`config.mk`:
```
export PLATFORM = sky130hd
export DESIGN_NAME = exec_retire
export DESIGN_NICKNAME = d
export VERILOG_FILES = /design/src/source/rv_exec_pkg.sv /design/src/source/exec_retire.sv
export VERILOG_INCLUDE_DIRS = /design/src /design/src/source
export SDC_FILE = /design/constraint.sdc
export NUM_CORES = 1
export LEC_CHECK = 0
export ABC_AREA = 1
export BUFFER_PORTS_ARGS = -buffer_cell sky130_fd_sc_hd__buf_2
export CORE_MARGIN = 4
export CORE_UTILIZATION = 43
export DETAILED_ROUTE_END_ITERATION = 8
export GPL_ROUTABILITY_DRIVEN = 0
export GPL_TIMING_DRIVEN = 0
export MAX_ROUTING_LAYER = met4
export PLACE_DENSITY = 0.87
export SYNTH_ARGS = -nofsm -noshare
export SYNTH_HDL_FRONTEND = slang
export SYNTH_SLANG_ARGS = --single-unit
export TNS_END_PERCENT = 1
```
`constraint.sdc`:
```
create_clock -name i_clk -period 5.7 [get_ports i_clk]
set_input_delay 1.71 -clock i_clk [delete_from_list [all_inputs] [get_ports i_clk]]
set_output_delay 1.71 -clock i_clk [all_outputs]
set_load 0.005 [all_outputs]
```
`src/source/rv_exec_cfg.svh`:
```
`ifndef RV_EXEC_CFG_SVH
`define RV_EXEC_CFG_SVH

// Datapath width of the core
`define XLEN 32

// Quotient bits resolved per divider stage, must divide XLEN evenly
`define DIV_BITS_PER_STAGE 4

// Number of divider stages in the chain
`define DIV_STAGES (`XLEN / `DIV_BITS_PER_STAGE)

`endif

```
`src/source/rv_exec_pkg.sv`:
```
`include "rv_exec_cfg.svh"

package rv_exec_pkg;

  typedef logic [`XLEN-1:0]   xword_t;  // Data words and addresses
  typedef logic [2*`XLEN-1:0] dword_t;  // Full multiplier product
  typedef logic [`XLEN:0]     rem_t;    // Partial remainder, one guard bit
  typedef logic [31:0]        instr_t;  // Raw instruction word

  // Divides in flight, issue register plus every stage
  typedef logic [$clog2(`DIV_STAGES+2)-1:0] div_cnt_t;

  typedef enum logic [5:0] {
    OP_ADD, OP_SUB, OP_SLL, OP_SLT, OP_SLTU,
    OP_XOR, OP_SRL, OP_SRA, OP_OR, OP_AND,
    OP_ADDI, OP_SLTI, OP_SLTIU, OP_XORI, OP_ORI,
    OP_ANDI, OP_SLLI, OP_SRLI, OP_SRAI,
    OP_MUL, OP_MULH, OP_MULHSU, OP_MULHU,
    OP_DIV, OP_DIVU, OP_REM, OP_REMU,
    OP_BEQ, OP_BNE, OP_BLT, OP_BGE, OP_BLTU, OP_BGEU,
    OP_JAL, OP_JALR, OP_LUI, OP_AUIPC,
    OP_CSRRW, OP_CSRRS, OP_CSRRC, OP_CSRRWI, OP_CSRRSI, OP_CSRRCI,
    OP_SYS  // FENCE, ECALL, MRET and friends
  } exec_op_e;

  typedef struct packed {
    exec_op_e op;
    instr_t   ir;         // Immediates come from here
    xword_t   rs1;
    xword_t   rs2;
    xword_t   pc;
    xword_t   csr_rdata;  // Current CSR value read by the caller
  } exec_req_t;

  typedef struct packed {
    xword_t rd_data;
    logic   rd_we;
    logic   jump;
    xword_t jump_addr;
    logic   csr_we;
    xword_t csr_wdata;
  } exec_rsp_t;

  typedef struct packed {
    logic   valid;
    rem_t   rem;       // Partial remainder
    xword_t quot;      // Dividend bits shift out, quotient bits shift in
    xword_t divisor;   // Magnitude
    logic   neg_quot;
    logic   neg_rem;
    logic   want_rem;  // REM/REMU instead of DIV/DIVU
  } div_lane_t;

endpackage

```
`src/source/exec_retire.sv`:
```
`timescale 1ns/1ps
`include "rv_exec_cfg.svh"

module exec_retire (
  input  logic                   i_clk,
  input  logic                   i_arst_n,
  input  logic                   i_alu_valid,
  input  rv_exec_pkg::exec_rsp_t i_alu_rsp,
  input  rv_exec_pkg::div_lane_t i_lane,
  output logic                   o_advance,
  output logic                   o_div_pop,
  output logic                   o_rsp_valid,
  input  logic                   i_rsp_ready,
  output rv_exec_pkg::exec_rsp_t o_rsp
);

  rv_exec_pkg::xword_t    quot_fix;
  rv_exec_pkg::xword_t    rem_fix;
  rv_exec_pkg::exec_rsp_t div_rsp;
  logic                   load;

  // Response register free or draining this cycle
  assign o_advance = !o_rsp_valid || i_rsp_ready;
  assign o_div_pop = o_advance && i_lane.valid;
  assign load      = o_advance && (i_alu_valid || i_lane.valid);

  assign quot_fix = i_lane.neg_quot ? -i_lane.quot : i_lane.quot;
  assign rem_fix  = i_lane.neg_rem ? -i_lane.rem[`XLEN-1:0] : i_lane.rem[`XLEN-1:0];

  always_comb begin
    div_rsp         = '0;
    div_rsp.rd_data = i_lane.want_rem ? rem_fix : quot_fix;
    div_rsp.rd_we   = 1'b1;
  end

  always_ff @(posedge i_clk or negedge i_arst_n) begin
    if (!i_arst_n) begin
      o_rsp_valid <= 1'b0;
    end else if (o_advance) begin
      o_rsp_valid <= i_alu_valid || i_lane.valid;
    end
  end

  // Issue rule keeps ALU and divide from arriving together
  always_ff @(posedge i_clk) begin
    if (load) begin
      o_rsp <= i_lane.valid ? div_rsp : i_alu_rsp;
    end
  end

endmodule

```
==> qor.txt, run 1 <==
first-pass GRT wire length -> 31600 um
Max Clock Skew -> 0.0106 ns
Layout Area Growth over Synthesis -> 31.8%
htree depth -> 3
Area after DPL -> 7920 um2
Slew Limit Fails -> 0
Die H -> 129 um
share of layout cells above drive strength 1 -> 0.313
fin nets -> 1325
total CTS buffers -> 9
CTS sink cnt -> 100
Relative slew margins -> 0.471
Fmax achieved -> 232 MHz
HPWL after detailed placement -> 17100 um
Clk Latency, worst-skew pair -> 0.33 ns
worst hold path type -> register to register
period utilization -> 0.757
Tot Pwr -> 1.94 mW
GR Util All Layers -> 0.250
CP Launch Type -> primary input
Power Dens Cells -> 235 nW/um2
Via density -> 5.11
Clock Root Buffer -> clkbuf_16
final setup vio count -> 0
antenna violations before repair -> 2
CTS Hold Bufs -> 0
final hold slack -> 0.729 ns
Final ANT Viol Nets -> 0
Critical Path Max Stage Delay -> 0.39 ns
WL/cell -> 15.8 um
DIE WIDTH -> 129 um
Worst Path Max Fanout -> 10
Seq cells post-synth -> 100
Buffers on Ports -> 271
CP max-delay cell -> clkbuf_1
TritonCTS clock tree -> done
total gr overflow -> 0
Finished Cell Area -> 8250 um2
Pre-antenna DRT Iters -> 5
DRC -> 0
MaxCap Viol Count -> 0
DRT Wirelength -> 20700 um
Initial Util -> 0.444
syn nets -> 1040
pre-CTS setup slack -> 1.37 ns
cts repair resizes -> 0
Mapped Area -> 6260 um2
largest net degree at the start of global routing -> 35
via count -> 6677
register area share after synthesis -> 0.479
Filler cells -> 1288
vias in the first global route -> 6258
CP arrival -> 2.60 ns
final hold violation count -> 0
status -> finished clean
die outline area -> 16600 um2
r2r worst-path depth -> 4
TNS Setup -> 0 ns
Mapped Avg Cell Area -> 7.51 um2
Synth warnings -> 0
Final min period -> 4.31 ns
count of different cell masters after synthesis -> 34
worst hold path depth -> 4
worst slew pin tran -> 0.792 ns
unrepaired setup endpoints after global routing -> false
Leakage Power -> 4.22 nW
clk slew on worst S/H paths -> 0.07 ns
crit path capture type -> output port
Worst Setup Path Type -> primary input to output port
Cells after Synth -> 834
I/O pin cnt -> 306
Peak supply drop -> 0.183 mV
CTS max path bufs -> 2
crit-path most repeated cell -> buf_2
num rows -> 43
initial DRC count -> 701
Core Area -> 14100 um2
worst-path cell chain -> buf_2 -> inv_2 -> clkbuf_1 -> nor2_1 -> buf_2
Worst Slack Setup Final -> 1.39 ns
critical path data required time -> 3.99 ns
# Post-CTS Setup Buffers -> 0
[path summary, 6_finish.rpt]
kind / start / endpoint / slack, ns
setup / recovery: i_lane[100] / o_div_pop / 1.39
max in group asynchronous: i_arst_n / o_rsp_valid / 4.47
hold reg to reg: o_rsp_valid / o_rsp_valid / 0.73
hold / removal: o_rsp_valid / o_rsp_valid / 0.73
min in group asynchronous: i_arst_n / o_rsp_valid / 1.14
setup reg to reg: o_rsp_valid / o_rsp[40] / 3.92
[metrics by stage]
stage / cells / utilization
2_1_floorplan: 834 / -
3_5_place_dp: 1288 / 0.562
6_report: 1306 / 0.585
3_3_place_gp: 1285 / 0.557
4_1_cts: 1303 / 0.585
5_1_grt: 1305 / 0.585
[flip-flops by register name, indices dropped and copies added (netlist names)]
register	flops
o_rsp	99
o_rsp_valid	1
[power by group]
group	switching [mW]	leakage [nW]	total (mW)	internal (mW)
clock network	0.268	0.152	0.656	0.388
logic	0.235	3.08	0.388	0.153
registers	0.0139	0.986	0.892	0.878
[cell type report]
cell class | instances | area (um2) | area share
Sequential cell | 100 | 3000 | 0.363
Multi-Input combinational cell | 570 | 2610 | 0.317
Timing Repair Buffer | 274 | 1420 | 0.173
Inverter | 137 | 517 | 0.0626
Clock buffer | 9 | 225 | 0.0273
Tap cell | 180 | 225 | 0.0273
Buffer | 27 | 146 | 0.0177
Clock inverter | 6 | 97.6 | 0.0118
Antenna cell | 3 | 7.51 | 0.000910
[logic make-up (layout without fill, tap and decap cells)]
| group | count (synthesis) | after routing | share of synthesized area |
|---|---|---|---|
| AND/OR/NAND/NOR | 489 | 489 | 0.342 |
| adder cells (fa/ha/maj) | 2 | 2 | 0.00400 |
| flip-flops | 100 | 100 | 0.479 |
| other | 0 | 3 | 0 |
| AO/OA/AOI/OAI | 79 | 79 | 0.0697 |
| buffers and inverters | 164 | 453 | 0.106 |
[layer usage]
| layer | track usage | wire (um) | vias to the layer above |
|---|---|---|---|
| li1 | - | - | 3260 |
| met4 | 0.0877 | 686 | 0 |
| met2 | 0.436 | 10500 | 402 |
| met1 | 0.297 | 7580 | 2962 |
| met3 | 0.0324 | 1960 | 53 |
| met5 | - | 0 | - |
[worst max-delay path, delay by kind of cell]
kind	cells	cell delay, ns
buf+inv	4	0.80
simple gates	1	0.09
[synth_stat cells, drive strengths merged]
library cell,count,area share
or2,2,0.0020
nand3,103,0.085
nand2,214,0.13
a21oi,24,0.020
dfrtp,1,0.0040
inv,137,0.083
and2,1,0.0010
o21a,1,0.0012
a31oi,10,0.010
buf,22,0.020
nor2,151,0.10
o22ai,1,0.0010
a21o,1,0.0012
edfxtp,99,0.47
clkbuf,5,0.0030
ha,2,0.0040
nand4,13,0.013
o21ai,42,0.036
nand3b,4,0.0048
nor3,1,0.00080
[placed cells by master (no fill, tap or decap), drive strengths merged, types with 2 or more instances in the layout]
cell type / instances
diode: 3
inv: 139
nand3b: 4
a31oi: 10
nand3: 103
edfxtp: 99
bufinv: 2
buf: 296
clkinvlp: 2
nor2: 151
or2: 2
ha: 2
nand4: 13
clkbuf: 14
o21ai: 42
a21oi: 24
nand2: 214
Note: power is estimated with default switching activity, not from simulation.
==> run 2, diff against run 1 <==
Settings changed: CORE_UTILIZATION 43 to 47, PLACE_DENSITY 0.87 to 0.9.
Clock period 5.7 ns to 4 ns, I/O delays scaled along.
==> run 2 against run 1 <==
Effect of this change:
- hold slack worse by 0.10 ns
- wire length fell by 3.4%
- critical path depth stayed put
- worst setup slack worse by 0.70 ns
- global-route usage increased by 1.7 points
- clock power rose by 33%
- power up 39%
==> qor.txt, run 2 (same netlist as run 1, synthesis figures left out) <==
Die H -> 123 um
Buffers on Ports -> 271
Worst Setup Path Type -> primary input to output port
fin nets -> 1325
Cells after DPL -> 1280
Via density -> 5.12
CTS Hold Bufs -> 0
# Post-CTS Setup Buffers -> 0
num rows -> 41
worst hold path type -> primary input to asynchronous set/reset pin
clk slew on worst S/H paths -> 0.07 ns
via count -> 6650
antenna violations before repair -> 2
Area after DPL -> 7910 um2
Leakage Power -> 4.21 nW
Clk Latency, worst-skew pair -> 0.33 ns
Worst Path Max Fanout -> 10
max FFs per register -> 99
HPWL after detailed placement -> 16400 um
final setup vio count -> 0
final hold violation count -> 0
Reg with most FFs -> o_rsp
R2R Setup Slk -> 1.97 ns
Layout Area Growth over Synthesis -> 31.1%
multi-input logic area -> 2610 um2
Slew Limit Fails -> 0
Filler cells -> 1093
CTS max path bufs -> 2
Pre-antenna DRT Iters -> 6
Max Clock Skew -> 0.00675 ns
DRC -> 0
GR Util All Layers -> 0.267
CP arrival -> 2.11 ns
vias in the first global route -> 6081
crit path capture type -> output port
biggest regs -> o_rsp x99, o_rsp_valid x1
MaxCap Viol Count -> 0
die outline area -> 15200 um2
CTS sink cnt -> 100
Clock Root Buffer -> clkbuf_16
commonest non-fill, non-tap cell in the layout -> buf_2
share of layout cells above drive strength 1 -> 0.313
htree depth -> 3
Relative slew margins -> 0.606
Initial Util -> 0.488
TNS Setup -> 0 ns
Seq. cell area -> 3000 um2
worst slew pin tran -> 0.590 ns
unrepaired setup endpoints after global routing -> false
Finished Cell Area -> 8210 um2
most frequent cells in the layout -> 280 x buf_2, 204 x nand2_1, 137 x nor2_1, 124 x inv_1, 100 x nand3_1
Core Area -> 12800 um2
Peak supply drop -> 0.184 mV
DRT Wirelength -> 20000 um
largest net degree at the start of global routing -> 32
Final min period -> 3.31 ns
status -> finished clean
Fmax achieved -> 302 MHz
WL/cell -> 15.4 um
total gr overflow -> 0
cts repair resizes -> 0
CP Launch Type -> primary input
Power Dens Cells -> 328 nW/um2
DIE WIDTH -> 123 um
TritonCTS clock tree -> done
final hold slack -> 0.629 ns
fin util -> 0.640
Final ANT Viol Nets -> 0
critical path data required time -> 2.80 ns
initial DRC count -> 828
first-pass GRT wire length -> 30400 um
period utilization -> 0.828
non-filler cells, final -> 1298
I/O pin cnt -> 306
total CTS buffers -> 9
==> run 2: worst paths after layout <==
| check | start | end | cells past startpoint |
|---|---|---|---|
| max in group asynchronous | i_arst_n | o_rsp_valid | 1 |
| worst max-delay path | i_lane[100] | o_div_pop | 5 |
| min in group i_clk | o_rsp_valid | o_rsp_valid | 4 |
| worst min register to register | o_rsp_valid | o_rsp_valid | 4 |
| worst min-delay path | i_arst_n | o_rsp_valid | 1 |
| worst max register to register | o_rsp_valid | o_rsp[78] | 6 |
==> run 2: metrics by stage <==
| step | total power [mW] | worst slack [ns] |
|---|---|---|
| 5_1_grt | 2.82 | 0.624 |
| 3_3_place_gp | 1.81 | -0.490 |
| 2_1_floorplan | 1.57 | 0.406 |
| 4_1_cts | 2.70 | 0.684 |
| 6_report | 2.69 | 0.688 |
| 3_5_place_dp | 1.84 | 0.687 |
==> run 2: power breakdown <==
group	internal (mW)	switching [mW]	total [mW]
registers	1.25	0.0188	1.27
logic	0.216	0.332	0.549
clock network	0.492	0.379	0.871
==> run 2: final cells by class <==
| type | count | area share |
|---|---|---|
| Clock inverter | 6 | 0.00869 |
| Inverter | 137 | 0.0629 |
| Antenna cell | 2 | 0.000610 |
| Timing Repair Buffer | 274 | 0.173 |
| Sequential cell | 100 | 0.365 |
| Clock buffer | 10 | 0.0279 |
| Tap cell | 172 | 0.0262 |
| Buffer | 27 | 0.0178 |
| Multi-Input combinational cell | 570 | 0.318 |
==> run 2: routing by layer <==
metal,global-route usage,up-vias,part of all wire
met5,-,-,0
met4,0.0830,0,0.026
met3,0.0471,45,0.10
met2,0.473,402,0.51
met1,0.309,2938,0.36
li1,-,3265,-
==> run 2: critical path, stage by stage <==
cell	delay (ns)
buf_2	0.11
inv_2	0.17
clkbuf_1	0.40
nor2_1	0.09
buf_2	0.14
