--- src/source/rv_exec_cfg.svh ---
`ifndef RV_EXEC_CFG_SVH
`define RV_EXEC_CFG_SVH

// Datapath width of the core
`define XLEN 32

// Quotient bits resolved per divider stage, must divide XLEN evenly
`define DIV_BITS_PER_STAGE 4

// Number of divider stages in the chain
`define DIV_STAGES (`XLEN / `DIV_BITS_PER_STAGE)

`endif

--- src/source/rv_exec_pkg.sv ---
`include "rv_exec_cfg.svh"

package rv_exec_pkg;

  typedef logic [`XLEN-1:0]   xword_t;  // Data words and addresses
  typedef logic [2*`XLEN-1:0] dword_t;  // Full multiplier product
  typedef logic [`XLEN:0]     rem_t;    // Partial remainder, one guard bit
  typedef logic [31:0]        instr_t;  // Raw instruction word

  // Divides in flight, issue register plus every stage
  typedef logic [$clog2(`DIV_STAGES+2)-1:0] div_cnt_t;

  typedef enum logic [5:0] {
    OP_ADD, OP_SUB, OP_SLL, OP_SLT, OP_SLTU,
    OP_XOR, OP_SRL, OP_SRA, OP_OR, OP_AND,
    OP_ADDI, OP_SLTI, OP_SLTIU, OP_XORI, OP_ORI,
    OP_ANDI, OP_SLLI, OP_SRLI, OP_SRAI,
    OP_MUL, OP_MULH, OP_MULHSU, OP_MULHU,
    OP_DIV, OP_DIVU, OP_REM, OP_REMU,
    OP_BEQ, OP_BNE, OP_BLT, OP_BGE, OP_BLTU, OP_BGEU,
    OP_JAL, OP_JALR, OP_LUI, OP_AUIPC,
    OP_CSRRW, OP_CSRRS, OP_CSRRC, OP_CSRRWI, OP_CSRRSI, OP_CSRRCI,
    OP_SYS  // FENCE, ECALL, MRET and friends
  } exec_op_e;

  typedef struct packed {
    exec_op_e op;
    instr_t   ir;         // Immediates come from here
    xword_t   rs1;
    xword_t   rs2;
    xword_t   pc;
    xword_t   csr_rdata;  // Current CSR value read by the caller
  } exec_req_t;

  typedef struct packed {
    xword_t rd_data;
    logic   rd_we;
    logic   jump;
    xword_t jump_addr;
    logic   csr_we;
    xword_t csr_wdata;
  } exec_rsp_t;

  typedef struct packed {
    logic   valid;
    rem_t   rem;       // Partial remainder
    xword_t quot;      // Dividend bits shift out, quotient bits shift in
    xword_t divisor;   // Magnitude
    logic   neg_quot;
    logic   neg_rem;
    logic   want_rem;  // REM/REMU instead of DIV/DIVU
  } div_lane_t;

endpackage

--- src/source/div_stage.sv ---
`timescale 1ns/1ps
`include "rv_exec_cfg.svh"

module div_stage (
  input  logic                   i_clk,
  input  logic                   i_arst_n,
  input  logic                   i_advance,
  input  rv_exec_pkg::div_lane_t i_lane,
  output rv_exec_pkg::div_lane_t o_lane
);

  rv_exec_pkg::div_lane_t lane_d;
  rv_exec_pkg::div_lane_t lane_q;
  logic                   lane_valid;

  // Restoring steps, MSB of the dividend first
  always_comb begin : steps
    rv_exec_pkg::rem_t shifted;
    lane_d = i_lane;
    for (int s = 0; s < `DIV_BITS_PER_STAGE; s++) begin
      shifted     = {lane_d.rem[`XLEN-1:0], lane_d.quot[`XLEN-1]};
      lane_d.quot = {lane_d.quot[`XLEN-2:0], 1'b0};
      if (shifted >= {1'b0, lane_d.divisor}) begin
        lane_d.rem     = shifted - {1'b0, lane_d.divisor};
        lane_d.quot[0] = 1'b1;
      end else begin
        lane_d.rem = shifted;  // Restore
      end
    end
  end

  always_ff @(posedge i_clk or negedge i_arst_n) begin
    if (!i_arst_n) begin
      lane_valid <= 1'b0;
    end else if (i_advance) begin
      lane_valid <= i_lane.valid;
    end
  end

  always_ff @(posedge i_clk) begin
    if (i_advance && i_lane.valid) begin
      lane_q <= lane_d;
    end
  end

  always_comb begin
    o_lane       = lane_q;
    o_lane.valid = lane_valid;
  end

endmodule

--- config.mk ---
export PLATFORM = sky130hd
export DESIGN_NAME = div_stage
export DESIGN_NICKNAME = d
export VERILOG_FILES = /design/src/source/rv_exec_pkg.sv /design/src/source/div_stage.sv
export VERILOG_INCLUDE_DIRS = /design/src /design/src/source
export SDC_FILE = /design/constraint.sdc
export NUM_CORES = 1
export LEC_CHECK = 0
export BUFFER_PORTS_ARGS = -buffer_cell sky130_fd_sc_hd__buf_2
export CORE_MARGIN = 3
export CORE_UTILIZATION = 30
export DETAILED_ROUTE_END_ITERATION = 8
export PLACE_DENSITY = 0.57
export SLEW_MARGIN = 20
export SYNTH_ARGS = -nofsm -noshare
export SYNTH_HDL_FRONTEND = slang
export SYNTH_SLANG_ARGS = --single-unit
export TNS_END_PERCENT = 100
--- constraint.sdc ---
create_clock -name i_clk -period 2.2 [get_ports i_clk]
set_clock_uncertainty 0.05 [all_clocks]
set_input_delay 0.22 -clock i_clk [delete_from_list [all_inputs] [get_ports i_clk]]
set_output_delay 0.22 -clock i_clk [all_outputs]
set_load 0.01 [all_outputs]
==> results of run 1 <==
through the flow:
stage	cell area (um2)	setup TNS (ps)	hold WS (ps)
floorplan	12000	-254610	-126
global placement	17700	-287000	-54.9
detailed placement	17700	-290070	-52.2
CTS	20300	-257250	21.0
global route	21200	-272530	46.9
finish	21200	-260940	51.0
worst paths after layout:
check                      cells after the start  slack [ps]                    from                      to
hold reg to reg                                1         520  lane_valid$_DFFE_PN0P_  lane_valid$_DFFE_PN0P_
min in group asynchronous                      2         100                i_arst_n  lane_valid$_DFFE_PN0P_
setup / recovery                              54       -7570               i_lane[9]    o_lane[96]$_DFFE_PP_
hold / removal                                 2          50             i_lane[100]  lane_valid$_DFFE_PN0P_
max in group asynchronous                      2        1920                i_arst_n  lane_valid$_DFFE_PN0P_
setup reg to reg                               1        1360  lane_valid$_DFFE_PN0P_  lane_valid$_DFFE_PN0P_
cells by family (layout without fill, tap and decap cells):
kind of cell	count (synthesis)	in the layout	synth area share, %
compound gates	441	441	26.5
flops	101	101	26.2
simple gates	395	395	16.8
xor+xnor	106	106	8.04
mux	40	40	3.73
fa+ha+maj	132	132	14.6
buf+inv	115	1054	4.16
flip-flops by register name, indices dropped and copies added, names as in the netlist:
name	count
lane_valid	1
o_lane	100
layout make-up:
class | count | area share, %
timing repair buffer | 954 | 34.0
tap | 511 | 3.01
clock inverter | 6 | 0.330
timing repair inverter | 3 | 0.130
sequential | 101 | 14.3
inverter | 81 | 1.67
clock buffer | 10 | 1.08
multi-input combinational | 1114 | 45.5
per-layer routing:
metal / track usage, % / part of all wire, %
met1: 32.6 / 46
met2: 40.1 / 46
met3: 2.79 / 5.6
met4: 6.68 / 2.6
met5: 0 / 0.026
power by group through the flow:
stage / registers, mW / clock network (mW) / logic [mW]
after detailed placement: 3.40 / 0 / 27.0
after global placement: 3.40 / 0 / 26.7
after floorplan: 3.62 / 0 / 15.2
after CTS: 3.36 / 1.82 / 32.8
after global routing: 3.39 / 1.86 / 37.5
final: 3.36 / 1.74 / 35.2
cells in the final DEF, fill, tap and decap left out, types with 13 or more instances in the layout:
cell type        n
nand4_1         18
ha_4            41
nand3_1         25
nor3_1          20
nand2b_1        19
nor2_2          13
buf_6           39
nor2_1          81
a21oi_2         47
mux2_2          18
a21oi_1         68
o21ai_0         34
buf_12          13
a221o_1         23
o21a_1          26
o21bai_1        14
xor2_1          43
o21ai_1         27
dlygate4sd3_1   60
buf_4          635
buf_2          198
nand2_1        101
and2_1          13
mux2i_1         13
ha_1            80
edfxtp_1       100
inv_1           63
xnor2_1         61
a21o_1          64
timing repair:
action / 4_1_cts / 5_1_grt
hold buffers: 60 / 0
pin swaps: 86 / 103
setup buffers: 96 / 32
cloned: 7 / 0
resized for setup: 204 / 139
setup endpoints to repair: 37 / 37
hold endpoints to repair: 60 / 0
==> results.json, run 1 <==
{
  "num_vias": 14100,
  "slew_violations": 0,
  "clk_path_buf_depth": 2,
  "critical_path.max_stage_delay_ps": 370,
  "cts_made_buffers": 9,
  "core_um2": 37800,
  "status": "complete, but fails checks",
  "drt-initial-drc-count": 929,
  "synth_edf_count": 100,
  "grt.total_usage_pct": 23.9,
  "clockRootBuffer": "clkbuf_16",
  "relSlewSlack_pct": 57.9,
  "dpl.cell_count": 2576,
  "dieArea_um2": 40900,
  "yosys.area.top_type": "edfxtp_1",
  "yosysSeqAreaShare_pct": 26.2,
  "area_growth_pct": 84.0,
  "finalNetCount": 2500,
  "powerDensity_nw_per_um2": 1900,
  "avgSynthCellArea_um2": 8.68,
  "cts_sinks": 101,
  "cap_violations": 0,
  "port_buffers": 203,
  "cp_max_fo": 7,
  "p_total_mw": 40.3,
  "fin_cells": 2780,
  "first_pass_iters": 5,
  "final.min_clock_period_ps": 9770,
  "ir_drop_mv": 1.15,
  "switching_power_mw": 17.4,
  "insertion_delay_ps": 380,
  "synthArstFlopShare_pct": 0.990,
  "worst_pin_slew_ps": 623,
  "yosys_warnings": 0,
  "grt_pass1_vias": 14200,
  "hold_class": "input port to register",
  "detailedPlace.worstSlack_ps": -8420,
  "synth_fp_nets": 1566,
  "drive_gt1_share_pct": 52.8,
  "synth_common_cells": "128 x ha_1, 123 x a21oi_1, 105 x nand2_1",
  "netlist_area_um2": 11500,
  "crit_path_start_kind": "input port",
  "period_share_pct": 444,
  "htree_num_levels": 3,
  "synth_most_common_cell": "ha_1",
  "cp-end-kind": "register",
  "p_int_mw": 22.9,
  "synthTopCellsByArea": "edfxtp_1 26%, ha_1 14%, a21oi_1 5.3%, xnor2_1 4.7%, a21o_1 4.2%",
  "rows": 71,
  "tritoncts": "done",
  "antenna_cells": 0,
  "dp_hpwl_um": 39300,
  "gp_congestion": 0.965,
  "rsz0062_at_grt": "yes",
  "crit_slowest_cell": "a2111oi_2",
  "critPathBufInv": 13,
  "vias_per_cell": 5.08,
  "violations": "negative setup slack",
  "ys_seq_elements": 101,
  "path_class": "input port to register",
  "multi_input_area_um2": 9670,
  "synth_cell_types": 83,
  "wl_per_cell_um": 18.3,
  "remaining_drc_errors": 0,
  "die_x_um": 202,
  "post-route-util_pct": 56.1,
  "die_y_um": 202,
  "seq_power_share_pct": 8.3,
  "num-fill-cells": 3349,
  "ys.flop_type": "edfxtp_1",
  "setup_ws_ps": -7570,
  "max_freq_mhz": 102,
  "setup_violations": 36,
  "switching_share_pct": 43.2,
  "synth.top_cell.area_share_pct": 26.0,
  "ant_nets": 0,
  "crit_family": "compound AO/OA/AOI/OAI gates",
  "grt_max_degree": 46,
  "pwr-share-clk_pct": 4.3,
  "clkTransAtPathRegs_ps": 80,
  "wl_um": 50700,
  "regArea_um2": 3030,
  "start_util_pct": 30.5,
  "overflow": 0,
  "syn_inst": 1330,
  "grt_pass1_wl_um": 76900,
  "io_pins": 205,
  "worstPathRequired_ps": 2290,
  "cp.arrival_ps": 9860,
  "p_leak_nw": 9.87,
  "p_comb_share_pct": 87.3,
  "finalHoldViolations": 0,
  "antenna_found_initial": 1
}
Power figures use the tool's default switching activity.
==> run 2, diff against run 1 <==
--- a/config.mk
+++ b/config.mk
@@ -7,10 +7,12 @@
 export NUM_CORES = 1
 export LEC_CHECK = 0
 export BUFFER_PORTS_ARGS = -buffer_cell sky130_fd_sc_hd__buf_2
+export CELL_PAD_IN_SITES_DETAIL_PLACEMENT = 0
+export CELL_PAD_IN_SITES_GLOBAL_PLACEMENT = 1
 export CORE_MARGIN = 3
 export CORE_UTILIZATION = 30
 export DETAILED_ROUTE_END_ITERATION = 8
-export PLACE_DENSITY = 0.57
+export PLACE_DENSITY = 0.69
 export SLEW_MARGIN = 20
 export SYNTH_ARGS = -nofsm -noshare
 export SYNTH_HDL_FRONTEND = slang
==> results.json, run 2 (synthesized netlist as in run 1, its figures left out) <==
{
  "htree_num_levels": 3,
  "port_buffers": 203,
  "clk_path_buf_depth": 2,
  "start_util_pct": 30.5,
  "layout_common_cells": "615 x buf_4, 201 x buf_2, 100 x edfxtp_1",
  "clkTransAtPathRegs_ps": 90,
  "powerDensity_nw_per_um2": 1820,
  "wl_per_cell_um": 18.9,
  "dieArea_um2": 40900,
  "critical_path.max_stage_delay_ps": 540,
  "drive_gt1_share_pct": 51.3,
  "cp.arrival_ps": 9910,
  "largest_reg_flops": 100,
  "clockRootBuffer": "clkbuf_16",
  "cp-end-kind": "register",
  "worstPathRequired_ps": 2420,
  "hold_depth": 1,
  "holdPathEnd": "o_lane[18]$_DFFE_PP_",
  "path_class": "input port to register",
  "insertion_delay_ps": 370,
  "grt_pass1_vias": 13900,
  "rows": 71,
  "crit_slowest_cell": "or4b_4",
  "regToRegStartpoint": "lane_valid$_DFFE_PN0P_",
  "grt.total_usage_pct": 24.1,
  "antenna_cells": 0,
  "crit_top_cell": "a21oi_2",
  "tritoncts": "done",
  "cap_violations": 0,
  "crit_path_start_kind": "input port",
  "vias_per_cell": 5.06,
  "finalNetCount": 2452,
  "worst_pin_slew_ps": 825,
  "ant_nets": 0,
  "setup_ws_ps": -7490,
  "p_total_mw": 37.5,
  "core_um2": 37800,
  "gp_congestion": 0.967,
  "setup_violations": 37,
  "rsz0062_at_grt": "yes",
  "finalSetupTns_ps": -258090,
  "period_share_pct": 440,
  "die_x_um": 202,
  "dpl-instance-area_um2": 17600,
  "first_pass_iters": 5,
  "die_y_um": 202,
  "reg2regPathDepth": 1,
  "wl_um": 51500,
  "reg2reg_slack_ps": 1360,
  "antenna_found_initial": 1,
  "num_vias": 13800,
  "fin_area_um2": 20600,
  "finalHoldViolations": 0,
  "ir_drop_mv": 1.28,
  "cts_made_buffers": 9,
  "relSlewSlack_pct": 44.3,
  "cts_sinks": 101,
  "grt_pass1_wl_um": 76900,
  "overflow": 0,
  "max_freq_mhz": 103,
  "grt_max_degree": 38,
  "slew_violations": 0,
  "remaining_drc_errors": 0,
  "status": "complete, but fails checks",
  "dp_hpwl_um": 41100,
  "hold_class": "input port to register",
  "area_growth_pct": 78.5,
  "layout_commonest_cell": "buf_4",
  "cp_max_fo": 8,
  "r2r-end": "lane_valid$_DFFE_PN0P_",
  "p_leak_nw": 9.55,
  "violations": "negative setup slack",
  "io_pins": 205,
  "drt-initial-drc-count": 814,
  "final.min_clock_period_ps": 9690,
  "holdCritStartpoint": "i_lane[18]"
}
run 2: changes by cell type in the layout (fill, tap and decap cells not counted), moves of 6 or more:
cell	change
o21ai_2	+10
and2_1	+6
nor2_4	+7
ha_2	-6
o21ai_1	-13
buf_4	-20
and2_4	-7
buf_6	-22
buf_12	-8
run 2: worst max-delay path by stage:
stage / startpoint / to / slack [ps] / depth (start not counted)
2_1_floorplan: i_lane[21] / o_lane[88]$_DFFE_PP_ / -7340 / 53
3_3_place_gp: i_lane[3] / o_lane[88]$_DFFE_PP_ / -8510 / 50
3_5_place_dp: i_lane[3] / o_lane[86]$_DFFE_PP_ / -8670 / 50
4_1_cts: i_lane[17] / o_lane[88]$_DFFE_PP_ / -7290 / 54
5_1_grt: i_lane[17] / o_lane[88]$_DFFE_PP_ / -7840 / 56
6_report: i_lane[21] / o_lane[97]$_DFFE_PP_ / -7490 / 52
run 2: final cells by class:
cell class	count	area, um2
multi-input cells	1117	9620
inverters	81	339
repair inverters	1	7.51
fillers	3526	17200
repair buffers	905	6690
clock inverters	7	70.1
well taps	511	639
clock buffers	9	225
flip-flops and latches	101	3030
run 2: stage by stage:
| step | hold slack (ps) | worst slack, ps | util [%] | cells |
|---|---|---|---|---|
| 3_3_place_gp | -55.3 | -8510 | 46.5 | 2569 |
| 2_1_floorplan | -126 | -7340 | - | 1330 |
| 4_1_cts | 2.48 | -7290 | 52.2 | 2702 |
| 5_1_grt | 26.2 | -7840 | 54.5 | 2732 |
| 6_report | 29.2 | -7490 | 54.5 | 2732 |
| 3_5_place_dp | -49.0 | -8670 | 46.5 | 2569 |
run 2: power breakdown:
part	leakage (nW)	internal, mW	total (mW)	switching, mW
clock	0.148	0.887	1.69	0.801
combinational	8.45	16.9	32.4	15.6
sequential	0.948	3.24	3.36	0.124
total	9.55	21.0	37.5	16.5
run 2: timing repair:
action,CTS,global route
gates cloned,8,2
hold buffers,57,0
endpoints found under the hold margin,57,0
pin swaps,92,50
gates resized for setup,178,118
buffers inserted,57,29
endpoints found under the setup margin,37,37
run 2: critical path, delay by kind of cell:
| kind | cells | cell delay, ps |
|---|---|---|
| compound gates | 25 | 5000 |
| fa+ha+maj | 4 | 950 |
| xor+xnor | 1 | 200 |
| mux | 1 | 270 |
| simple gates | 11 | 1870 |
| buf+inv | 10 | 1430 |
run 2: metal layers:
| metal | share of wire (%) | routed length (um) | track usage, % | vias to the layer above |
|---|---|---|---|---|
| li1 | - | - | - | 6768 |
| met3 | 5.2 | 2660 | 2.45 | 71 |
| met4 | 3.0 | 1560 | 8.17 | 0 |
| met2 | 47 | 24300 | 41.1 | 429 |
| met1 | 45 | 23000 | 32.1 | 6565 |
| met5 | 0 | 0 | 0 | - |
