$ cat config.mk
export PLATFORM = sky130hd
export DESIGN_NAME = exec_issue
export DESIGN_NICKNAME = d
export VERILOG_FILES = /design/src/source/rv_exec_pkg.sv /design/src/source/exec_issue.sv
export VERILOG_INCLUDE_DIRS = /design/src /design/src/source
export SDC_FILE = /design/constraint.sdc
export NUM_CORES = 1
export LEC_CHECK = 0
export BUFFER_PORTS_ARGS = -buffer_cell sky130_fd_sc_hd__buf_4
export CORE_AREA = 2 2 172 174
export CTS_CLUSTER_DIAMETER = 60
export DETAILED_ROUTE_END_ITERATION = 7
export DIE_AREA = 0 0 174 176
export GPL_TIMING_DRIVEN = 0
export PLACE_DENSITY = 0.49
export SLEW_MARGIN = 20
export SYNTH_ARGS = -nofsm -noshare
export SYNTH_HDL_FRONTEND = slang
export SYNTH_SLANG_ARGS = --single-unit
export TNS_END_PERCENT = 50
$ cat constraint.sdc
create_clock -name i_clk -period 3.6 [get_ports i_clk]
set_input_delay 0.54 -clock i_clk [delete_from_list [all_inputs] [get_ports i_clk]]
set_output_delay 0.54 -clock i_clk [all_outputs]
set_load 0.01 [all_outputs]
$ cat src/source/rv_exec_cfg.svh
`ifndef RV_EXEC_CFG_SVH
`define RV_EXEC_CFG_SVH

// Datapath width of the core
`define XLEN 32

// Quotient bits resolved per divider stage, must divide XLEN evenly
`define DIV_BITS_PER_STAGE 4

// Number of divider stages in the chain
`define DIV_STAGES (`XLEN / `DIV_BITS_PER_STAGE)

`endif

$ cat src/source/rv_exec_pkg.sv
`include "rv_exec_cfg.svh"

package rv_exec_pkg;

  typedef logic [`XLEN-1:0]   xword_t;  // Data words and addresses
  typedef logic [2*`XLEN-1:0] dword_t;  // Full multiplier product
  typedef logic [`XLEN:0]     rem_t;    // Partial remainder, one guard bit
  typedef logic [31:0]        instr_t;  // Raw instruction word

  // Divides in flight, issue register plus every stage
  typedef logic [$clog2(`DIV_STAGES+2)-1:0] div_cnt_t;

  typedef enum logic [5:0] {
    OP_ADD, OP_SUB, OP_SLL, OP_SLT, OP_SLTU,
    OP_XOR, OP_SRL, OP_SRA, OP_OR, OP_AND,
    OP_ADDI, OP_SLTI, OP_SLTIU, OP_XORI, OP_ORI,
    OP_ANDI, OP_SLLI, OP_SRLI, OP_SRAI,
    OP_MUL, OP_MULH, OP_MULHSU, OP_MULHU,
    OP_DIV, OP_DIVU, OP_REM, OP_REMU,
    OP_BEQ, OP_BNE, OP_BLT, OP_BGE, OP_BLTU, OP_BGEU,
    OP_JAL, OP_JALR, OP_LUI, OP_AUIPC,
    OP_CSRRW, OP_CSRRS, OP_CSRRC, OP_CSRRWI, OP_CSRRSI, OP_CSRRCI,
    OP_SYS  // FENCE, ECALL, MRET and friends
  } exec_op_e;

  typedef struct packed {
    exec_op_e op;
    instr_t   ir;         // Immediates come from here
    xword_t   rs1;
    xword_t   rs2;
    xword_t   pc;
    xword_t   csr_rdata;  // Current CSR value read by the caller
  } exec_req_t;

  typedef struct packed {
    xword_t rd_data;
    logic   rd_we;
    logic   jump;
    xword_t jump_addr;
    logic   csr_we;
    xword_t csr_wdata;
  } exec_rsp_t;

  typedef struct packed {
    logic   valid;
    rem_t   rem;       // Partial remainder
    xword_t quot;      // Dividend bits shift out, quotient bits shift in
    xword_t divisor;   // Magnitude
    logic   neg_quot;
    logic   neg_rem;
    logic   want_rem;  // REM/REMU instead of DIV/DIVU
  } div_lane_t;

endpackage

$ cat src/source/exec_issue.sv
`timescale 1ns/1ps
`include "rv_exec_cfg.svh"

module exec_issue (
  input  logic                   i_clk,
  input  logic                   i_arst_n,
  input  logic                   i_req_valid,
  output logic                   o_req_ready,
  input  rv_exec_pkg::exec_req_t i_req,
  input  logic                   i_advance,
  input  logic                   i_div_pop,
  output logic                   o_alu_valid,
  output rv_exec_pkg::exec_req_t o_alu_req,
  output rv_exec_pkg::div_lane_t o_lane
);

  rv_exec_pkg::div_cnt_t  inflight;
  rv_exec_pkg::div_lane_t lane_d;
  rv_exec_pkg::div_lane_t lane_q;
  logic                   lane_valid;
  logic                   is_div;
  logic                   is_signed;
  logic                   sign_a;
  logic                   sign_b;
  logic                   div_go;

  assign is_div    = i_req.op inside {rv_exec_pkg::OP_DIV, rv_exec_pkg::OP_DIVU,
                                      rv_exec_pkg::OP_REM, rv_exec_pkg::OP_REMU};
  assign is_signed = i_req.op inside {rv_exec_pkg::OP_DIV, rv_exec_pkg::OP_REM};
  assign sign_a    = is_signed && i_req.rs1[`XLEN-1];
  assign sign_b    = is_signed && i_req.rs2[`XLEN-1];

  // ALU ops wait until every older divide has left the chain
  assign o_req_ready = i_advance && (is_div || inflight == '0);
  assign div_go      = i_req_valid && o_req_ready && is_div;
  assign o_alu_valid = i_req_valid && o_req_ready && !is_div;
  assign o_alu_req   = i_req;

  always_comb begin
    lane_d          = '0;
    lane_d.valid    = 1'b1;
    lane_d.quot     = sign_a ? -i_req.rs1 : i_req.rs1;  // Dividend magnitude
    lane_d.divisor  = sign_b ? -i_req.rs2 : i_req.rs2;
    lane_d.neg_quot = (sign_a ^ sign_b) && (i_req.rs2 != '0);  // Div by zero stays all ones
    lane_d.neg_rem  = sign_a;
    lane_d.want_rem = i_req.op inside {rv_exec_pkg::OP_REM, rv_exec_pkg::OP_REMU};
  end

  always_ff @(posedge i_clk or negedge i_arst_n) begin
    if (!i_arst_n) begin
      inflight   <= '0;
      lane_valid <= 1'b0;
    end else begin
      if (div_go && !i_div_pop) begin
        inflight <= inflight + rv_exec_pkg::div_cnt_t'(1);
      end else if (!div_go && i_div_pop) begin
        inflight <= inflight - rv_exec_pkg::div_cnt_t'(1);
      end
      if (i_advance) begin
        lane_valid <= div_go;
      end
    end
  end

  always_ff @(posedge i_clk) begin
    if (div_go) begin
      lane_q <= lane_d;
    end
  end

  always_comb begin
    o_lane       = lane_q;
    o_lane.valid = lane_valid;
  end

endmodule

==> impl_metrics.env, run 1 <==
export IMPL_synth_area_mm2=0.00521
export IMPL_rows=62
export IMPL_syn_inst=513
export IMPL_chipHeight_um=176
export IMPL_max_freq_mhz=373
export IMPL_power_density_mw_per_mm2=299
export IMPL_sequentialPowerShare_pct=38.5
export IMPL_period_share_pct=74.4
export IMPL_swShare_pct=25.8
export IMPL_avgSynthCellArea_um2=10.2
export IMPL_design_core_area_mm2=0.0285
export IMPL_hold_class="input pin to register"
export IMPL_setup_slack_ps=921
export IMPL_postRouteAntennaNets=0
export IMPL_initial_core_util_pct=18.3
export IMPL_cts_tree="built"
export IMPL_drive_above_1_share_pct=61.0
export IMPL_p_switching_uw=655
export IMPL_path_clk_slew_ps=50
export IMPL_final_setup_viol_count=0
export IMPL_viasPerCell=3.67
export IMPL_final_nets=1047
export IMPL_slew_violations=0
export IMPL_maxCapViolCount=0
export IMPL_pwr_share_clk_pct=34.2
export IMPL_io_buffers=310
export IMPL_finalHoldViolCount=0
export IMPL_insertion_delay_ps=330
export IMPL_skew_ps=0.252
export IMPL_path_cells="buf_4, nor4_1, nand4_1, nor2_1, a21oi_1, xor2_1"
export IMPL_clk_path_buf_depth=2
export IMPL_drtPass1Iterations=6
export IMPL_ys_seq_area_share_pct=41.0
export IMPL_die_w_um=174
export IMPL_drc=0
export IMPL_overflow=0
export IMPL_crit_family="simple AND/OR/NAND/NOR gates"
export IMPL_cts_buffers=9
export IMPL_slew_headroom_pct=38.9
export IMPL_syn_to_final_growth_pct=63.2
export IMPL_power_uw=2540
export IMPL_pre_cts_ws_ps=567
export IMPL_period_minus_slack_ps=2680
export IMPL_start_kind="input pin"
export IMPL_vias=4622
export IMPL_grt_max_degree=28
export IMPL_crit_type="input pin to register"
export IMPL_grt_pass1_vias=4497
export IMPL_cp_data_required_time_ps=3670
export IMPL_yosys_cell_types_count=42
export IMPL_rsz0062_at_grt="no"
export IMPL_outcome="completed"
export IMPL_cp_end_kind="register"
export IMPL_worstPathBufferInverterCount=1
export IMPL_yosysWarnings=0
export IMPL_pin_count=440
export IMPL_internal_power_uw=1890
export IMPL_h_tree_depth=3
export IMPL_place_gp_congestion=0.815
export IMPL_tightest_slew_ps=908
export IMPL_arrival_ps=2750
export IMPL_gr_usage_all_layers_pct=11.9
export IMPL_peakVddDrop_mv=0.147
export IMPL_dp_final_hpwl_mm=16.5
export IMPL_cp_slowest_stage_delay_ps=790
export IMPL_wl_mm=19.3
export IMPL_antenna_found_initial=1
export IMPL_ys_ff_latch=72
export IMPL_whs_ps=415
export IMPL_cp_max_fo=7
export IMPL_die_area_mm2=0.0306
export IMPL_wl_per_cell_um=15.3
export IMPL_grt_pass1_wl_mm=27.5
export IMPL_p_leak_uw=0.00398
export IMPL_final_core_util_pct=29.8
export IMPL_r2r_slack_ps=2060
export IMPL_cts_root_buf="clkbuf_16"
export IMPL_combPwrFrac_pct=27.3
export IMPL_drtIter0Drc=160
export IMPL_slowest_stage="nor4_1"
export IMPL_cts_sinks=72
synthesized netlist by cell type:
cell type / n / share of area (%)
nor3_1: 15 / 1.4
clkinv_1: 1 / 0.072
o211a_1: 1 / 0.19
or4_1: 6 / 0.86
fa_1: 1 / 0.38
and3_1: 1 / 0.12
o21ai_0: 14 / 1.3
a21o_1: 1 / 0.14
mux2_2: 1 / 0.22
edfxtp_1: 67 / 39
a21oi_1: 18 / 1.7
xor2_1: 24 / 4.0
a31oi_1: 1 / 0.12
nand2b_4: 1 / 0.26
xnor2_1: 39 / 6.6
a31o_2: 1 / 0.17
nand2b_1: 3 / 0.36
nand2_1: 19 / 1.4
and4_2: 1 / 0.19
o31ai_1: 10 / 1.4
or2_2: 1 / 0.12
o21a_1: 1 / 0.14
nor4_1: 4 / 0.48
or4_4: 3 / 0.65
buf_4: 200 / 29
a21boi_0: 2 / 0.29
and3b_1: 1 / 0.17
and2_1: 1 / 0.12
nand3b_1: 1 / 0.14
ha_1: 5 / 1.2
nor2b_1: 3 / 0.36
nand3_1: 5 / 0.48
clkbuf_1: 5 / 0.36
dfrtp_1: 5 / 2.4
a211oi_1: 1 / 0.14
nor3b_1: 2 / 0.29
nand4_1: 4 / 0.48
o41ai_1: 6 / 1.0
conb_1: 1 / 0.072
o22ai_1: 1 / 0.12
nor2_1: 26 / 1.9
inv_1: 10 / 0.72
through the flow:
| step | instance area (um2) | std cells | setup TNS [ps] |
|---|---|---|---|
| 2_1_floorplan | 5340 | 545 | 0 |
| 3_3_place_gp | 8150 | 1239 | -2080 |
| 3_5_place_dp | 8220 | 1242 | 0 |
| 4_1_cts | 8510 | 1259 | 0 |
| 5_1_grt | 8510 | 1259 | 0 |
| 6_report | 8510 | 1260 | 0 |
kinds of logic (layout without fill, tap and decap cells):
logic type | count (synthesis) | after routing | synth area share (%)
buffers and inverters | 216 | 546 | 29.9
AND/OR/NAND/NOR | 97 | 97 | 9.77
flip-flops | 72 | 72 | 41.0
XOR/XNOR | 63 | 63 | 10.6
AO/OA/AOI/OAI | 57 | 57 | 6.84
adder cells (fa/ha/maj) | 6 | 6 | 1.58
other | 1 | 34 | 0.0719
multiplexers | 1 | 1 | 0.216
power groups by stage:
stage          clock (uW)  sequential [uW]  combinational (uW)
3_3_place_gp            0              995                 692
5_1_grt               937              982                 756
4_1_cts               910              979                 707
3_5_place_dp            0              997                 704
6_report              869              978                 694
2_1_floorplan           0              994                 370
layout by cell type, fill, tap and decap left out, types with 4 or more instances in the layout:
master,synthesis,final
a21oi_1,18,18
buf_4,200,510
clkbuf_1,5,7
clkbuf_16,0,9
conb_1,1,33
dfrtp_1,5,5
edfxtp_1,67,67
ha_1,5,5
inv_1,10,10
nand2_1,19,19
nand3_1,5,5
nand4_1,4,4
nor2_1,26,25
nor3_1,15,15
nor4_1,4,4
o21ai_0,14,14
o31ai_1,10,10
o41ai_1,6,6
or4_1,6,6
xnor2_1,39,39
xor2_1,24,24
flip-flops by register name, indices dropped and copies added (netlist names):
signal / cells
inflight: 4
lane_valid: 1
o_lane: 67
what timing repair did:
action                    4_1_cts  5_1_grt
hold buffers                    1        0
hold endpoints to repair        5        0
resized for setup               0        0
buffers inserted                0        0
layout make-up:
| type | instances | area [um2] |
|---|---|---|
| Fill cell | 3108 | 20000 |
| Timing Repair Buffer | 314 | 2400 |
| Sequential cell | 72 | 2140 |
| Multi-Input combinational cell | 257 | 1640 |
| Buffer | 205 | 1520 |
| Tap cell | 384 | 480 |
| Clock buffer | 11 | 233 |
| Clock inverter | 5 | 47.5 |
| Inverter | 11 | 41.3 |
| Antenna cell | 1 | 2.50 |
worst paths after layout:
kind                       cells past startpoint           to   startpoint
max                                            6   o_lane[65]   i_req[100]
min                                            2   lane_valid    i_advance
max reg2reg                                    6  inflight[3]  inflight[1]
min reg2reg                                    1  inflight[3]  inflight[3]
max in group asynchronous                      2  inflight[2]     i_arst_n
min in group asynchronous                      2   lane_valid     i_arst_n
routing by layer:
metal / up-vias / global-route usage, % / part of all wire [%]
met5: - / 0 / 0
met4: 0 / 4.17 / 2.0
met3: 16 / 3.62 / 7.8
met2: 218 / 23.3 / 56
met1: 2149 / 12.0 / 34
li1: 2239 / - / -
Note: power is estimated with default switching activity, not from simulation.
==> run 2: changes to the inputs <==
Settings changed: CORE_AREA 2 2 172 174 to 2 2 170 172, DIE_AREA 0 0 174 176 to 0 0 172 174, PLACE_DENSITY 0.49 to 0.51.
Clock period 3.6 ns to 2.4 ns, I/O delays scaled along.
==> run 2 against run 1 <==
Compared with the run above: non-clock buffer count is the same; clock-buffer cell count decreased by 1; flip-flop and latch count did not move; worst setup slack got worse by 760 ps; critical path type is now register to primary output; critical path depth fell by 2; die area decreased by 2.3%; clock skew about the same; sequential share of layout area is 0.18 points lower; largest cell class unchanged; global-route usage up 0.42 points; power is 52% higher.
==> impl_metrics.env, run 2 (same netlist as run 1, synthesis figures left out) <==
export IMPL_final_cell_mix="buf_4, edfxtp_1, xnor2_1, conb_1, nor2_1"
export IMPL_r2r_cells=6
export IMPL_dp_final_hpwl_mm=16.8
export IMPL_path_clk_slew_ps=60
export IMPL_h_tree_depth=3
export IMPL_finalHoldViolCount=0
export IMPL_initial_core_util_pct=18.5
export IMPL_design_area_mm2=0.00857
export IMPL_slew_headroom_pct=51.3
export IMPL_grt_pass1_vias=4563
export IMPL_vias=4670
export IMPL_cts_sinks=72
export IMPL_slew_violations=0
export IMPL_hold_start="i_req[96]"
export IMPL_holdPathEnd="o_lane[35]"
export IMPL_period_share_pct=93.4
export IMPL_regArea_mm2=0.00214
export IMPL_postRouteAntennaNets=0
export IMPL_grt_pass1_wl_mm=27.5
export IMPL_io_buffers=310
export IMPL_design_core_area_mm2=0.0282
export IMPL_m1WireLength_mm=6.62
export IMPL_final_core_util_pct=30.4
export IMPL_insertion_delay_ps=320
export IMPL_n_antenna_cell=0
export IMPL_top_layer="met4"
export IMPL_wl_per_cell_um=15.5
export IMPL_drc=0
export IMPL_crit_type="register to primary output"
export IMPL_outcome="completed"
export IMPL_finalNonFillerCells=1259
export IMPL_cts_tree="built"
export IMPL_maxCapViolCount=0
export IMPL_cp_end_kind="primary output"
export IMPL_drive_above_1_share_pct=62.4
export IMPL_cp_data_required_time_ps=2040
export IMPL_final_setup_viol_count=0
export IMPL_largest_reg_flops=67
export IMPL_max_freq_mhz=446
export IMPL_tightest_slew_ps=723
export IMPL_rows=62
export IMPL_drtIter0Drc=168
export IMPL_arrival_ps=1880
export IMPL_drtPass1Iterations=4
export IMPL_pin_count=440
export IMPL_grt_max_degree=26
export IMPL_die_area_mm2=0.0299
export IMPL_r2r_end="inflight[3]"
export IMPL_num_fill_cells=3036
export IMPL_antenna_found_initial=0
export IMPL_power_density_mw_per_mm2=452
export IMPL_min_path_cells=1
export IMPL_place_area_mm2=0.00826
export IMPL_start_kind="register"
export IMPL_cts_root_buf="clkbuf_16"
export IMPL_final_common_cell="buf_4"
export IMPL_clk_path_buf_depth=2
export IMPL_wl_met2_mm=11.0
export IMPL_place_inst=1242
export IMPL_cp_max_fo=4
export IMPL_skew_ps=0.0728
export IMPL_multi_input_area_mm2=0.00170
export IMPL_die_w_um=172
export IMPL_hold_class="input pin to register"
export IMPL_met3_length_mm=1.59
export IMPL_cts_buffers=9
export IMPL_r2r_slack_ps=950
export IMPL_period_minus_slack_ps=2240
export IMPL_syn_to_final_growth_pct=64.4
export IMPL_gr_usage_all_layers_pct=12.4
export IMPL_overflow=0
export IMPL_r2r_start="inflight[1]"
export IMPL_p_leak_uw=0.00399
export IMPL_chipHeight_um=174
export IMPL_place_gp_congestion=0.835
export IMPL_viasPerCell=3.71
export IMPL_rsz0062_at_grt="no"
export IMPL_final_nets=1047
export IMPL_wl_mm=19.5
export IMPL_peakVddDrop_mv=0.227
-- run 2: cell types whose count changed in the layout (fill, tap and decap cells not counted), sizes merged --
cell	delta
diode	-1
clkbuf	-1
clkinvlp	+1
-- run 2: worst max path at each step --
stage,startpoint,end,slack [ps]
global route,i_req[71],o_lane[2],2
detailed placement,i_req[71],o_lane[28],-310
global placement,i_req[162],inflight[3],-1430
floorplan,i_req[162],inflight[3],-570
finish,inflight[1],o_alu_valid,160
CTS,i_req[71],o_lane[32],50
-- run 2: routing by layer --
layer,global-route usage [%],vias up
li1,-,2239
met1,12.6,2174
met2,24.4,237
met3,3.01,20
met4,3.57,0
met5,0,-
-- run 2: stage by stage --
stage               setup TNS (ps)  setup WS (ps)  power, uW  hold slack (ps)
detailed placement           -4610           -314       2580              163
CTS                              0           49.8       3940              229
finish                           0            159       3870              252
floorplan                    -1370           -567       2070             64.4
global placement            -45900          -1430       2560              164
global route                     0           1.82       4070              234
-- run 2: what timing repair did --
action | CTS | global route
buffers inserted | 0 | 0
endpoints found under the setup margin | 0 | 13
hold buffers | 1 | 0
gates resized for setup | 0 | 4
hold endpoints to repair | 5 | 0
-- run 2: worst max-delay path, cell delays in order, from the launching register on --
cell,delay (ps)
dfrtp_1,450
or4_1,550
a21boi_0,250
and3_1,190
buf_4,110
-- run 2: area by class of cell --
cell class	instances	share of cell area, %
buffer	205	17.7
clock buffer	10	2.67
clock inverter	6	0.701
inverter	11	0.482
multi-input combinational	257	19.8
sequential	72	24.9
tap	384	5.61
timing repair buffer	314	28.1
-- run 2: report_power, final --
part	internal [uW]	switching (uW)	total [uW]
combinational	621	439	1060
clock	801	537	1340
sequential	1430	47.6	1470
total	2850	1020	3870
==> run 3: changes to the inputs <==
Settings changed: PLACE_DENSITY 0.51 to 0.44.
==> run 3 against run 2 <==
Compared with the run above: die area stayed put; via count fell by 1.3%; maximum frequency decreased by 2.1%; clock power grew 9.7%; global-route usage decreased by 0.18 points; largest cell class unchanged; combinational power hardly changed; critical endpoint unchanged; highest routed layer unchanged; worst setup slack worse by 47 ps; core utilization increased by 0.26 points; clock skew rose by 1.5 ps; critical path depth stayed put; register-to-register slack about the same.
==> impl_metrics.env, run 3 (same netlist as run 1, synthesis figures left out) <==
export IMPL_final_nets=1050
export IMPL_chipHeight_um=174
export IMPL_tightest_slew_ps=786
export IMPL_period_minus_slack_ps=2290
export IMPL_final_common_cell="buf_4"
export IMPL_largest_reg_flops=67
export IMPL_use_met2_pct=23.3
export IMPL_grt_pass1_wl_mm=27.1
export IMPL_cts_buffers=9
export IMPL_place_inst=1242
export IMPL_dp_final_hpwl_mm=16.5
export IMPL_rows=62
export IMPL_globalRouteMet3Util_pct=4.05
export IMPL_finalNonFillerCells=1262
export IMPL_period_share_pct=95.3
export IMPL_rsz0062_at_grt="no"
export IMPL_drc=0
export IMPL_skew_ps=1.53
export IMPL_outcome="completed"
export IMPL_initial_core_util_pct=18.5
export IMPL_final_setup_viol_count=0
export IMPL_start_kind="register"
export IMPL_met1_usage_pct=12.1
export IMPL_pin_count=440
export IMPL_io_buffers=310
export IMPL_hold_class="input pin to register"
export IMPL_max_freq_mhz=437
export IMPL_maxCapViolCount=0
export IMPL_cts_sinks=72
export IMPL_p_leak_uw=0.00402
export IMPL_power_density_mw_per_mm2=463
export IMPL_slew_headroom_pct=47.2
export IMPL_cts_root_buf="clkbuf_16"
export IMPL_busiest_layer="met2"
export IMPL_wl_per_cell_um=15.4
export IMPL_finalHoldViolCount=0
export IMPL_grt_pass1_vias=4516
export IMPL_crit_family="simple AND/OR/NAND/NOR gates"
export IMPL_num_fill_cells=3069
export IMPL_crit_type="register to primary output"
export IMPL_die_area_mm2=0.0299
export IMPL_slowest_stage="or4_1"
export IMPL_viasPerCell=3.65
export IMPL_insertion_delay_ps=340
export IMPL_postRouteAntennaNets=0
export IMPL_worstPathBufferInverterCount=1
export IMPL_syn_to_final_growth_pct=65.8
export IMPL_path_cells="or4_1, a21boi_0, and3_1, buf_4"
export IMPL_cts_tree="built"
export IMPL_tns_ps=0
export IMPL_wl_mm=19.4
export IMPL_place_gp_congestion=0.792
export IMPL_drtPass1Iterations=5
export IMPL_path_clk_slew_ps=60
export IMPL_clk_path_buf_depth=2
export IMPL_final_cell_mix="buf_4, edfxtp_1, xnor2_1, conb_1, nor2_1"
export IMPL_arrival_ps=1930
export IMPL_vias=4608
export IMPL_antenna_found_initial=0
export IMPL_slew_violations=0
export IMPL_setup_slack_ps=112
export IMPL_h_tree_depth=3
export IMPL_n_antenna_cell=0
export IMPL_final_core_util_pct=30.6
export IMPL_drtIter0Drc=115
export IMPL_design_core_area_mm2=0.0282
export IMPL_grt_max_degree=22
export IMPL_cp_end_kind="primary output"
export IMPL_pre_cts_ws_ps=-333
export IMPL_drive_above_1_share_pct=62.9
export IMPL_overflow=0
export IMPL_peakVddDrop_mv=0.242
export IMPL_whs_ps=232
export IMPL_cp_max_fo=4
export IMPL_gr_usage_all_layers_pct=12.2
export IMPL_die_w_um=172
export IMPL_cp_data_required_time_ps=2040
export IMPL_cp_slowest_stage_delay_ps=550
[run 3: worst paths after layout]
| kind | cells after the start | to | slack, ps | start |
|---|---|---|---|---|
| hold / removal | 2 | lane_valid | 230 | i_advance |
| min in group asynchronous | 2 | inflight[3] | 370 | i_arst_n |
| setup reg to reg | 6 | inflight[3] | 940 | inflight[1] |
| setup / recovery | 4 | o_alu_valid | 110 | inflight[1] |
| hold reg to reg | 1 | inflight[3] | 480 | inflight[3] |
| max in group asynchronous | 2 | inflight[0] | 1920 | i_arst_n |
[run 3: per-stage QoR]
stage                     power [uW]  area, um2
after global placement          2560       8190
after CTS                       4070       8600
after floorplan                 2070       5390
final                           4000       8640
after global routing            4210       8640
after detailed placement        2570       8270
[run 3: worst register-to-register path, delay by kind of cell (launching register included)]
kind | cells | cell delay (ps)
fa+ha+maj | 1 | 260
compound gates | 2 | 290
flops | 1 | 450
xor+xnor | 2 | 270
simple gates | 1 | 80
[run 3: repair_timing]
| item | in CTS | in global routing |
|---|---|---|
| hold endpoints to repair | 5 | 0 |
| hold buffers | 1 | 0 |
| buffers inserted | 0 | 2 |
| endpoints found under the setup margin | 0 | 20 |
| resized for setup | 0 | 6 |
[run 3: power breakdown]
group | switching [uW] | internal (uW)
Combinational | 438 | 622
Sequential | 47.7 | 1430
Clock | 535 | 937
[run 3: layer usage]
| layer | routed length, um | up-vias |
|---|---|---|
| li1 | - | 2244 |
| met1 | 6640 | 2110 |
| met2 | 10500 | 233 |
| met3 | 1820 | 21 |
| met4 | 388 | 0 |
| met5 | 0 | - |
[run 3: layout make-up]
class                      instances  area, um2  area share [%]
timing repair buffer             316       2430            28.1
sequential                        72       2140            24.7
multi-input combinational        258       1710            19.8
clock buffer                      11        243            2.81
buffer                           205       1520            17.6
clock inverter                     5       80.1           0.926
tap                              384        480            5.56
inverter                          11       41.3           0.478
